## config.mk

```make
export PLATFORM = sky130hd
export DESIGN_NAME = cache_top
export DESIGN_NICKNAME = d
export VERILOG_FILES = /design/src/hdl/cache_pkg.sv /design/src/hdl/cache_be_if.sv /design/src/hdl/cache_front_end.sv /design/src/hdl/cache_memory.sv /design/src/hdl/cache_back_end.sv /design/src/hdl/cache_control.sv /design/src/hdl/cache_top.sv
export VERILOG_INCLUDE_DIRS = /design/src /design/src/include
export SDC_FILE = /design/constraint.sdc
export NUM_CORES = 2
export LEC_CHECK = 0
export ABC_AREA = 0
export BUFFER_PORTS_ARGS = -buffer_cell sky130_fd_sc_hd__buf_2
export CAP_MARGIN = 5
export CORE_MARGIN = 10
export CORE_UTILIZATION = 55
export DETAILED_ROUTE_END_ITERATION = 10
export PLACE_DENSITY = 0.71
export SETUP_SLACK_MARGIN = 0.5
export SLEW_MARGIN = 10
export SYNTH_ARGS = -nofsm -noshare
export SYNTH_HDL_FRONTEND = slang
export SYNTH_SLANG_ARGS = --single-unit
```

## constraint.sdc

```tcl
create_clock -name clk -period 12.6 [get_ports clk]
set_clock_uncertainty 0.2 [all_clocks]
set_input_delay 0.63 -clock clk [delete_from_list [all_inputs] [get_ports clk]]
set_output_delay 0.63 -clock clk [all_outputs]
set_load 0.05 [all_outputs]
```

## src/include/cache_config.svh

```systemverilog
`ifndef CACHE_CONFIG_SVH
`define CACHE_CONFIG_SVH

// Word address width, MSB selects controller space
`define CACHE_ADDR_W 12

// Front-end and back-end word
`define CACHE_DATA_W 32
`define CACHE_NBYTES 4

// Direct-mapped geometry
`define CACHE_LINES_W    4  // log2 of line count
`define CACHE_WORD_OFF_W 2  // log2 of words per line

// Write-through buffer depth, log2
`define CACHE_WTB_DEPTH_W 2

// Tag is whatever is left of the cache-space address
`define CACHE_TAG_W (`CACHE_ADDR_W - 1 - `CACHE_LINES_W - `CACHE_WORD_OFF_W)

`endif

```

## src/hdl/cache_pkg.sv

```systemverilog
`default_nettype none

package cache_pkg;

   // Cache memory FSM
   typedef enum logic [1:0] {
      MEM_IDLE   = 2'd0,  // Waiting for a registered request
      MEM_LOOKUP = 2'd1,  // Tag compare, hit answer or write issue
      MEM_REFILL = 2'd2,  // Line fill in progress
      MEM_DONE   = 2'd3   // Return refilled word
   } mem_state_e;

   // Back-end arbiter grant
   typedef enum logic [1:0] {
      BE_NONE   = 2'd0,
      BE_WRITE  = 2'd1,   // Draining one buffered write
      BE_REFILL = 2'd2    // Four word reads for a line
   } be_op_e;

   // Controller registers, decoded from the low address bits
   typedef enum logic [2:0] {
      CTRL_INVALIDATE  = 3'd0,  // Write 1 to drop every line
      CTRL_WTB_EMPTY   = 3'd1,  // Buffer-empty flag in bit 0
      CTRL_READ_HITS   = 3'd2,
      CTRL_READ_MISSES = 3'd3,
      CTRL_CNT_RESET   = 3'd4   // Write 1 to clear both counters
   } ctrl_reg_e;

endpackage

`default_nettype wire

```

## src/hdl/cache_be_if.sv

```systemverilog
`timescale 1ns/1ps
`default_nettype none

`include "cache_config.svh"

interface cache_be_if;

   // Write channel, one word per transfer
   logic                                       wr_valid;
   logic [`CACHE_ADDR_W-2:0]                   wr_addr;  // Cache-space word address
   logic [`CACHE_DATA_W-1:0]                   wr_data;
   logic [`CACHE_NBYTES-1:0]                   wr_strb;
   logic                                       wr_ready; // Low while buffer full

   // Refill channel, one line per request
   logic                                       rf_valid;
   logic [`CACHE_ADDR_W-2-`CACHE_WORD_OFF_W:0] rf_addr;  // Line address
   logic                                       rf_ready; // Pulses once per word
   logic [`CACHE_DATA_W-1:0]                   rf_data;
   logic                                       rf_last;  // With the fourth word

   // Status from the back end
   logic                                       wtb_empty;

   modport mem (
      output wr_valid, wr_addr, wr_data, wr_strb,
      input  wr_ready,
      output rf_valid, rf_addr,
      input  rf_ready, rf_data, rf_last
   );

   modport be (
      input  wr_valid, wr_addr, wr_data, wr_strb,
      output wr_ready,
      input  rf_valid, rf_addr,
      output rf_ready, rf_data, rf_last,
      output wtb_empty
   );

endinterface

`default_nettype wire

```

## src/hdl/cache_front_end.sv

```systemverilog
`timescale 1ns/1ps
`default_nettype none

`include "cache_config.svh"

module cache_front_end import cache_pkg::*; (
   input  logic                       clk,
   input  logic                       rst_n,
   // Host side
   input  logic                       req,
   input  logic [`CACHE_ADDR_W-1:0]   addr,
   input  logic [`CACHE_DATA_W-1:0]   wdata,
   input  logic [`CACHE_NBYTES-1:0]   wstrb,   // All zero for a read
   output logic [`CACHE_DATA_W-1:0]   rdata,
   output logic                       ack,
   // Cache memory side
   output logic                       mem_req,
   output logic [`CACHE_ADDR_W-2:0]   mem_addr,
   output logic [`CACHE_DATA_W-1:0]   mem_wdata,
   output logic [`CACHE_NBYTES-1:0]   mem_wstrb,
   input  logic [`CACHE_DATA_W-1:0]   mem_rdata,
   input  logic                       mem_ack,
   // Controller side
   output logic                       ctrl_req,
   output ctrl_reg_e                  ctrl_sel,
   output logic [`CACHE_DATA_W-1:0]   ctrl_wdata,
   input  logic [`CACHE_DATA_W-1:0]   ctrl_rdata,
   input  logic                       ctrl_ack
);

   logic                     req_q;    // One-cycle registered request
   logic                     busy_q;   // Request outstanding
   logic [`CACHE_ADDR_W-1:0] addr_q;
   logic [`CACHE_DATA_W-1:0] wdata_q;
   logic [`CACHE_NBYTES-1:0] wstrb_q;
   logic                     accept;

   // A held req is new only once the previous one has been acked
   assign accept = req & (~busy_q | ack);

   always_ff @(posedge clk) begin
      if (!rst_n) begin
         req_q  <= 1'b0;
         busy_q <= 1'b0;
      end else begin
         req_q <= accept;
         if (accept)
            busy_q <= 1'b1;
         else if (ack)
            busy_q <= 1'b0;  // Served, idle
      end
   end

   // Request fields stay put until the next accept
   always_ff @(posedge clk) begin
      if (accept) begin
         addr_q  <= addr;
         wdata_q <= wdata;
         wstrb_q <= wstrb;
      end
   end

   // Address MSB picks controller space
   assign mem_req   = req_q & ~addr_q[`CACHE_ADDR_W-1];
   assign ctrl_req  = req_q &  addr_q[`CACHE_ADDR_W-1];
   assign mem_addr  = addr_q[`CACHE_ADDR_W-2:0];
   assign mem_wdata = wdata_q;
   assign mem_wstrb = wstrb_q;
   assign ctrl_sel  = ctrl_reg_e'(addr_q[2:0]);

   // Controller sees write data masked by strobes, a read gives zero
   always_comb begin
      for (int b = 0; b < `CACHE_NBYTES; b++)
         ctrl_wdata[8*b +: 8] = wstrb_q[b] ? wdata_q[8*b +: 8] : 8'h00;
   end

   // Only one side answers a given request
   assign ack   = mem_ack | ctrl_ack;
   assign rdata = ctrl_ack ? ctrl_rdata : mem_rdata;

endmodule

`default_nettype wire

```

## src/hdl/cache_memory.sv

```systemverilog
`timescale 1ns/1ps
`default_nettype none

`include "cache_config.svh"

module cache_memory import cache_pkg::*; (
   input  logic                     clk,
   input  logic                     rst_n,
   // From front end
   input  logic                     mem_req,
   input  logic [`CACHE_ADDR_W-2:0] mem_addr,  // Held until mem_ack
   input  logic [`CACHE_DATA_W-1:0] mem_wdata,
   input  logic [`CACHE_NBYTES-1:0] mem_wstrb,
   output logic [`CACHE_DATA_W-1:0] mem_rdata,
   output logic                     mem_ack,
   // Controller
   input  logic                     invalidate,
   output logic                     read_hit,
   output logic                     read_miss,
   // Back end
   cache_be_if.mem                  be
);

   mem_state_e                         state_q;
   logic [`CACHE_TAG_W-1:0]            addr_tag;
   logic [`CACHE_LINES_W-1:0]          addr_idx;
   logic [`CACHE_WORD_OFF_W-1:0]       addr_off;
   logic [`CACHE_WORD_OFF_W-1:0]       rf_cnt_q;   // Word being filled
   logic                               is_write;
   logic                               hit;

   // Storage
   logic [(1<<`CACHE_LINES_W)-1:0]     valid_q;
   logic [`CACHE_TAG_W-1:0]            tag_mem  [1<<`CACHE_LINES_W];
   logic [`CACHE_DATA_W-1:0]           data_mem [1<<(`CACHE_LINES_W+`CACHE_WORD_OFF_W)];

   assign {addr_tag, addr_idx, addr_off} = mem_addr;
   assign is_write = |mem_wstrb;
   assign hit      = valid_q[addr_idx] && (tag_mem[addr_idx] == addr_tag);

   always_ff @(posedge clk) begin
      if (!rst_n) begin
         state_q  <= MEM_IDLE;
         rf_cnt_q <= '0;
         valid_q  <= '0;
      end else begin
         if (invalidate)
            valid_q <= '0;              // Drop every line at once
         case (state_q)
            MEM_IDLE:
               if (mem_req) state_q <= MEM_LOOKUP;
            MEM_LOOKUP: begin
               if (is_write) begin
                  if (be.wr_ready) state_q <= MEM_IDLE;   // Else stall on full buffer
               end else if (hit) begin
                  state_q <= MEM_IDLE;
               end else begin
                  state_q  <= MEM_REFILL;   // No allocate on writes, only here
                  rf_cnt_q <= '0;
               end
            end
            MEM_REFILL:
               if (be.rf_ready) begin
                  rf_cnt_q <= rf_cnt_q + 1'b1;
                  if (be.rf_last) begin
                     valid_q[addr_idx] <= 1'b1;
                     state_q           <= MEM_DONE;
                  end
               end
            MEM_DONE:
               state_q <= MEM_IDLE;
            default:
               state_q <= MEM_IDLE;
         endcase
      end
   end

   // Array updates
   always_ff @(posedge clk) begin
      if (state_q == MEM_REFILL && be.rf_ready) begin
         data_mem[{addr_idx, rf_cnt_q}] <= be.rf_data;
         if (be.rf_last)
            tag_mem[addr_idx] <= addr_tag;
      end
      // Write hit merges bytes as the word goes out
      if (be.wr_valid && be.wr_ready && hit) begin
         for (int b = 0; b < `CACHE_NBYTES; b++)
            if (mem_wstrb[b])
               data_mem[{addr_idx, addr_off}][8*b +: 8] <= mem_wdata[8*b +: 8];
      end
   end

   // Front-end answer; DONE reads the word just filled
   assign mem_rdata = data_mem[{addr_idx, addr_off}];
   assign mem_ack   = (state_q == MEM_LOOKUP && (is_write ? be.wr_ready : hit)) ||
                      (state_q == MEM_DONE);

   // Counter events, one cycle each
   assign read_hit  = (state_q == MEM_LOOKUP) && !is_write &&  hit;
   assign read_miss = (state_q == MEM_LOOKUP) && !is_write && !hit;

   // Every write goes through
   assign be.wr_valid = (state_q == MEM_LOOKUP) && is_write;
   assign be.wr_addr  = mem_addr;
   assign be.wr_data  = mem_wdata;
   assign be.wr_strb  = mem_wstrb;

   assign be.rf_valid = (state_q == MEM_REFILL);
   assign be.rf_addr  = {addr_tag, addr_idx};

endmodule

`default_nettype wire

```

## src/hdl/cache_back_end.sv

```systemverilog
`timescale 1ns/1ps
`default_nettype none

`include "cache_config.svh"

module cache_back_end import cache_pkg::*; (
   input  logic                     clk,
   input  logic                     rst_n,
   cache_be_if.be                   be,
   // Memory port
   output logic                     be_req,
   output logic [`CACHE_ADDR_W-2:0] be_addr,
   output logic [`CACHE_DATA_W-1:0] be_wdata,
   output logic [`CACHE_NBYTES-1:0] be_wstrb,
   input  logic [`CACHE_DATA_W-1:0] be_rdata,
   input  logic                     be_ack
);

   be_op_e                           op_q;
   logic [`CACHE_WORD_OFF_W-1:0]     rf_cnt_q;
   // Write-through FIFO
   logic [`CACHE_ADDR_W-2:0]         fifo_addr [1<<`CACHE_WTB_DEPTH_W];
   logic [`CACHE_DATA_W-1:0]         fifo_data [1<<`CACHE_WTB_DEPTH_W];
   logic [`CACHE_NBYTES-1:0]         fifo_strb [1<<`CACHE_WTB_DEPTH_W];
   logic [`CACHE_WTB_DEPTH_W-1:0]    wr_ptr_q, rd_ptr_q;
   logic [`CACHE_WTB_DEPTH_W:0]      level_q;
   logic                             push, pop, empty;

   assign empty       = (level_q == '0);
   assign be.wr_ready = (level_q != (1 << `CACHE_WTB_DEPTH_W));
   assign push        = be.wr_valid & be.wr_ready;
   assign pop         = (op_q == BE_WRITE) & be_ack;  // Entry leaves only when acked
   assign be.wtb_empty = empty;

   always_ff @(posedge clk) begin
      if (!rst_n) begin
         wr_ptr_q <= '0;
         rd_ptr_q <= '0;
         level_q  <= '0;
      end else begin
         if (push) wr_ptr_q <= wr_ptr_q + 1'b1;
         if (pop)  rd_ptr_q <= rd_ptr_q + 1'b1;
         level_q <= level_q + push - pop;
      end
   end

   always_ff @(posedge clk) begin
      if (push) begin
         fifo_addr[wr_ptr_q] <= be.wr_addr;
         fifo_data[wr_ptr_q] <= be.wr_data;
         fifo_strb[wr_ptr_q] <= be.wr_strb;
      end
   end

   // Arbiter, refill only on an empty buffer so memory is current
   always_ff @(posedge clk) begin
      if (!rst_n) begin
         op_q     <= BE_NONE;
         rf_cnt_q <= '0;
      end else begin
         case (op_q)
            BE_NONE:
               if (!empty) begin
                  op_q <= BE_WRITE;
               end else if (be.rf_valid) begin
                  op_q     <= BE_REFILL;
                  rf_cnt_q <= '0;
               end
            BE_WRITE:
               if (be_ack) op_q <= BE_NONE;  // One word per grant
            BE_REFILL:
               if (be_ack) begin
                  rf_cnt_q <= rf_cnt_q + 1'b1;
                  if (be.rf_last) op_q <= BE_NONE;
               end
            default:
               op_q <= BE_NONE;
         endcase
      end
   end

   assign be_req   = (op_q != BE_NONE);
   assign be_addr  = (op_q == BE_REFILL) ? {be.rf_addr, rf_cnt_q} : fifo_addr[rd_ptr_q];
   assign be_wdata = fifo_data[rd_ptr_q];
   assign be_wstrb = (op_q == BE_WRITE) ? fifo_strb[rd_ptr_q] : '0;  // Zero strobe reads

   // Refill words straight through
   assign be.rf_ready = (op_q == BE_REFILL) & be_ack;
   assign be.rf_data  = be_rdata;
   assign be.rf_last  = (op_q == BE_REFILL) && (rf_cnt_q == '1);

endmodule

`default_nettype wire

```

## src/hdl/cache_control.sv

```systemverilog
`timescale 1ns/1ps
`default_nettype none

`include "cache_config.svh"

module cache_control import cache_pkg::*; (
   input  logic                     clk,
   input  logic                     rst_n,
   input  logic                     ctrl_req,
   input  ctrl_reg_e                ctrl_sel,
   input  logic [`CACHE_DATA_W-1:0] ctrl_wdata,  // Zero on reads
   output logic [`CACHE_DATA_W-1:0] ctrl_rdata,
   output logic                     ctrl_ack,
   input  logic                     read_hit,
   input  logic                     read_miss,
   input  logic                     wtb_empty,
   output logic                     invalidate
);

   logic [31:0] hits_q;
   logic [31:0] misses_q;
   logic        cnt_clr;

   // Action registers fire on a write of bit 0
   assign cnt_clr = ctrl_req && (ctrl_sel == CTRL_CNT_RESET) && ctrl_wdata[0];

   always_ff @(posedge clk) begin
      if (!rst_n) begin
         ctrl_ack   <= 1'b0;
         invalidate <= 1'b0;
         hits_q     <= '0;
         misses_q   <= '0;
      end else begin
         ctrl_ack   <= ctrl_req;
         invalidate <= ctrl_req && (ctrl_sel == CTRL_INVALIDATE) && ctrl_wdata[0];
         if (cnt_clr) begin
            hits_q   <= '0;
            misses_q <= '0;
         end else begin
            hits_q   <= hits_q + read_hit;
            misses_q <= misses_q + read_miss;
         end
      end
   end

   // Read-back mux, only valid with ctrl_ack
   always_ff @(posedge clk) begin
      case (ctrl_sel)
         CTRL_WTB_EMPTY:   ctrl_rdata <= {{(`CACHE_DATA_W-1){1'b0}}, wtb_empty};
         CTRL_READ_HITS:   ctrl_rdata <= hits_q;
         CTRL_READ_MISSES: ctrl_rdata <= misses_q;
         default:          ctrl_rdata <= '0;
      endcase
   end

endmodule

`default_nettype wire

```

## src/hdl/cache_top.sv

```systemverilog
`timescale 1ns/1ps
`default_nettype none

`include "cache_config.svh"

module cache_top import cache_pkg::*; (
   input  logic                     clk,
   input  logic                     rst_n,
   // Processor port
   input  logic                     req,
   input  logic [`CACHE_ADDR_W-1:0] addr,    // Word address, MSB for controller
   input  logic [`CACHE_DATA_W-1:0] wdata,
   input  logic [`CACHE_NBYTES-1:0] wstrb,
   output logic [`CACHE_DATA_W-1:0] rdata,
   output logic                     ack,
   // Memory port
   output logic                     be_req,
   output logic [`CACHE_ADDR_W-2:0] be_addr,
   output logic [`CACHE_DATA_W-1:0] be_wdata,
   output logic [`CACHE_NBYTES-1:0] be_wstrb,
   input  logic [`CACHE_DATA_W-1:0] be_rdata,
   input  logic                     be_ack
);

   // Front end to cache memory
   logic                     mem_req, mem_ack;
   logic [`CACHE_ADDR_W-2:0] mem_addr;
   logic [`CACHE_DATA_W-1:0] mem_wdata, mem_rdata;
   logic [`CACHE_NBYTES-1:0] mem_wstrb;
   // Front end to controller
   logic                     ctrl_req, ctrl_ack;
   ctrl_reg_e                ctrl_sel;
   logic [`CACHE_DATA_W-1:0] ctrl_wdata, ctrl_rdata;
   // Events and control
   logic                     read_hit, read_miss, invalidate;

   cache_be_if be_bus ();

   cache_front_end front_end (
      .clk        (clk),
      .rst_n      (rst_n),
      .req        (req),
      .addr       (addr),
      .wdata      (wdata),
      .wstrb      (wstrb),
      .rdata      (rdata),
      .ack        (ack),
      .mem_req    (mem_req),
      .mem_addr   (mem_addr),
      .mem_wdata  (mem_wdata),
      .mem_wstrb  (mem_wstrb),
      .mem_rdata  (mem_rdata),
      .mem_ack    (mem_ack),
      .ctrl_req   (ctrl_req),
      .ctrl_sel   (ctrl_sel),
      .ctrl_wdata (ctrl_wdata),
      .ctrl_rdata (ctrl_rdata),
      .ctrl_ack   (ctrl_ack)
   );

   cache_memory cache_memory (
      .clk        (clk),
      .rst_n      (rst_n),
      .mem_req    (mem_req),
      .mem_addr   (mem_addr),
      .mem_wdata  (mem_wdata),
      .mem_wstrb  (mem_wstrb),
      .mem_rdata  (mem_rdata),
      .mem_ack    (mem_ack),
      .invalidate (invalidate),
      .read_hit   (read_hit),
      .read_miss  (read_miss),
      .be         (be_bus.mem)
   );

   cache_back_end back_end (
      .clk      (clk),
      .rst_n    (rst_n),
      .be       (be_bus.be),
      .be_req   (be_req),
      .be_addr  (be_addr),
      .be_wdata (be_wdata),
      .be_wstrb (be_wstrb),
      .be_rdata (be_rdata),
      .be_ack   (be_ack)
   );

   cache_control cache_control (
      .clk        (clk),
      .rst_n      (rst_n),
      .ctrl_req   (ctrl_req),
      .ctrl_sel   (ctrl_sel),
      .ctrl_wdata (ctrl_wdata),
      .ctrl_rdata (ctrl_rdata),
      .ctrl_ack   (ctrl_ack),
      .read_hit   (read_hit),
      .read_miss  (read_miss),
      .wtb_empty  (be_bus.wtb_empty),  // Status tapped off the back-end bundle
      .invalidate (invalidate)
   );

endmodule

`default_nettype wire

```

==> key figures <==
Global route
  – First-pass GRT wire length: roughly 330000 µm
  – GRT Total Usage: between 20% and 30%
  – Initial antenna violation count: 6
  – Largest net degree at the start of global routing: 137
  – Congestion Overflow GR: 0
  – Number of global-route vias before repair: between 40k and 50k

Timing
  – Period minus WS final: 6.64 ns
  – Final Hold Vio Count: 0
  – Fmax: around 150 MHz
  – Worst setup margin: slightly below 6 ns
  – Period Utilization, post-route: a little over half
  – Max transition margin: between 10% and 20%
  – Setup TNS: 0 ns
  – Slew @ Worst Pin: around 1.3 ns
  – Setup violators final: 0
  – Final max-slew violation count: 0
  – RSZ-0062 raised after global routing: false

Placement
  – Place WS: approximately 6.4 ns
  – Dpl cell area: a little over 100000 µm²
  – GP Congestion: 0.808
  – DPL Wire Length: 134000 µm
  – Port bufs: approximately 160

Logic synthesis
  – Sequential share of the synthesized area: 76.0%
  – Synth async-reset ratio: 0%
  – Post-Syn Instances: approximately 4.4k
  – Synth Register Bits: 2503
  – Syn avg cell area: ~22 µm²
  – Ys Warns: 0
  – Unique masters post-synth: 54
  – Post-synth EDFFs: 2364
  – Top_reg_cell synth: edfxtp_1
  – Synthesized cell area: ~97000 µm²
  – Syn Nets: ~4.5k

Route
  – Vias/cell: 6.34
  – Antenna-violating nets left: 0
  – Routed WL: roughly 220000 µm
  – Initial DRC Count: ~5.5k
  – WL/cell: 30.7 µm
  – Routed vias: about 46k
  – DRC Markers: 0
  – Pre-antenna DRT Iters: 6

Clock tree
  – CTS Sinks: roughly 2.5k
  – TritonCTS clock tree: built
  – Worst-path clk slew: roughly 0.060 ns
  – CTS H-tree depth: 4
  – Clock Latency Late Sink: between 0.8 and 0.9 ns
  – CTS max path bufs: 3
  – CTS Buf Count: around 240
  – CTS Root Buffer Type: clkbuf_16

Min path
  – Hold crit path type: in2reg

Critical path
  – Worst Setup Path Type: reg2out
  – R2R depth: 9
  – CP endpoint: rdata[0]
  – CP Data Arrival Time: 5.81 ns
  – Critical Path End Type: output pin
  – R2R Path End: cache_memory.data_mem[8][26]$_DFFE_PP_
  – FF-to-FF setup slack: 6.35 ns
  – Crit path required time: 11.77 ns
  – CP Launch Type: register
  – Critical Path Fanout Max: between 60 and 70

Layout
  – Final nets: about 4.8k
  – Final Cell Area: 109000 µm²
  – Synth-to-Final Area Change: 12.6%
  – Commonest cells after routing, fill and taps aside: edfxtp_1 (2364), mux4_2 (737), nor2_1 (351), clkbuf_16 (240), buf_2 (164)
  – Share of cells above drive strength 1: 30.5%
  – Commonest non-fill, non-tap cell in the layout: edfxtp_1

Power and ir drop
  – Static leakage: approximately 34 nW
  – Pwr/cell area: between 150 and 200 nW/µm²
  – Tot Pwr: about 0.018 W
  – Peak supply drop: 0.139 mV

Floorplan
  – Row Count: between 150 and 200
  – Placeable Area: 176000 µm²
  – Die H: 440 µm
  – # IOs: 165
  – Initial Utilization: between 50 and 60%
  – Die W: between 400 and 500 µm
  – Die area: around 190000 µm²

Outcome
  – Outcome: finished clean

Job
  – Max cap viols: 0
==> power by group <==
| group | leakage (nW) | switching, W | internal, W |
|---|---|---|---|
| clock | 3.90 | 0.00308 | 0.00427 |
| sequential | 22.4 | 0.0000766 | 0.00912 |
| combinational | 7.68 | 0.000947 | 0.000613 |
| total | 34.0 | 0.00411 | 0.0140 |
==> layout make-up <==
cell class | count | area [µm²]
flip-flops and latches | 2503 | 73800
fillers | 11654 | 66600
multi-input cells | 1630 | 22400
clock buffers | 298 | 6300
well taps | 2340 | 2930
repair buffers | 295 | 1980
clock inverters | 152 | 1780
inverters | 24 | 90.1
diodes | 4 | 10.0
==> flip-flops by register name (all words and copies together) (netlist names), 3 cells and up, named ones only <==
name                      count
cache_memory.data_mem      2048
back_end.fifo_data          128
cache_memory.tag_mem         80
back_end.fifo_addr           44
cache_control.ctrl_rdata     32
cache_control.hits_q         32
cache_control.misses_q       32
front_end.mem_wdata          32
back_end.fifo_strb           16
cache_memory.valid_q         16
front_end.addr_q             12
front_end.mem_wstrb           4
back_end.level_q              3
==> metal layers <==
metal	vias to the layer above	part of all wire, %	global-route usage (%)
met5	-	0.0058	0
met4	2	2.9	6.65
met3	392	9.1	4.85
met2	2220	49	36.5
met1	24388	39	32.7
li1	18939	-	-
==> through the flow <==
step,util [%],cells,hold slack (ns)
finish,62.1,7246,0.289
detailed placement,57.2,6741,0.276
CTS,62.1,7242,0.219
global route,62.1,7245,0.262
floorplan,-,4394,0.249
global placement,57.2,6740,0.261
==> cell usage after synthesis (2+ instances only) <==
cell type	count	area, µm²
xnor2_1	22	193
a22o_1	31	272
and4_1	5	43.8
a31oi_1	5	31.3
nand3_1	34	170
nor3b_1	4	30.0
edfxtp_1	2364	71000
buf_2	8	40.0
buf_1	61	229
buf_8	2	30.0
mux2i_1	28	280
and2_1	17	106
and3b_1	2	17.5
nor4_1	6	37.5
nand2b_1	17	106
nor3_1	11	55.1
a221oi_1	2	17.5
o21ai_0	18	90.1
buf_6	2	22.5
or3_1	17	106
o21a_1	9	67.6
xor2_1	31	272
ha_1	11	138
dfxtp_1	139	2780
and3_1	10	62.6
a31oi_4	29	617
mux2_2	78	878
clkbuf_1	159	597
inv_1	24	90.1
nor2_1	357	1340
nand4_1	11	68.8
or2_2	3	18.8
nor2b_1	17	106
mux4_2	737	16600
a21oi_1	31	155
buf_4	5	37.5
nand2_1	70	263
==> worst min-delay path by stage <==
stage | startpoint | to | slack, ns | cells past startpoint
floorplan | back_end.rf_cnt_q[1]$_SDFFE_PN0P_ | back_end.rf_cnt_q[1]$_SDFFE_PN0P_ | 0.25 | 2
global placement | cache_memory.valid_q[1]$_SDFF_PN0_ | cache_memory.valid_q[1]$_SDFF_PN0_ | 0.26 | 2
detailed placement | cache_memory.valid_q[13]$_SDFF_PN0_ | cache_memory.valid_q[13]$_SDFF_PN0_ | 0.28 | 2
CTS | wdata[3] | front_end.mem_wdata[3]$_DFFE_PP_ | 0.22 | 2
global route | addr[8] | front_end.addr_q[8]$_DFFE_PP_ | 0.26 | 2
finish | wdata[5] | front_end.mem_wdata[5]$_DFFE_PP_ | 0.29 | 2
==> logic make-up (layout without fill, tap and decap cells) <==
| logic type | after synthesis | count (layout) | synth area share, % |
|---|---|---|---|
| buffers and inverters | 261 | 769 | 1.08 |
| AOI/OAI and AO/OA | 136 | 136 | 1.38 |
| DFF | 2503 | 2503 | 76.0 |
| other | 0 | 4 | 0 |
| adders and majority gates | 12 | 12 | 0.162 |
| muxes | 843 | 843 | 18.3 |
| xor gates and xnor gates | 54 | 54 | 0.495 |
| and+or+nand+nor | 585 | 585 | 2.64 |
==> worst max-delay path: stages, from the launching register on <==
cell	delay, ns
dfxtp_4	0.77
buf_4	0.53
buf_4	0.66
buf_4	0.83
mux4_2	0.46
mux4_2	0.53
mux4_2	0.52
mux2_2	0.34
buf_2	0.23
==> repair_timing <==
action,in CTS,in global routing
setup buffers,0,0
resized for setup,0,0
endpoints found under the hold margin,66,0
hold buffers,51,0
endpoints found under the setup margin,0,0
(Power assumes the default switching activity.)
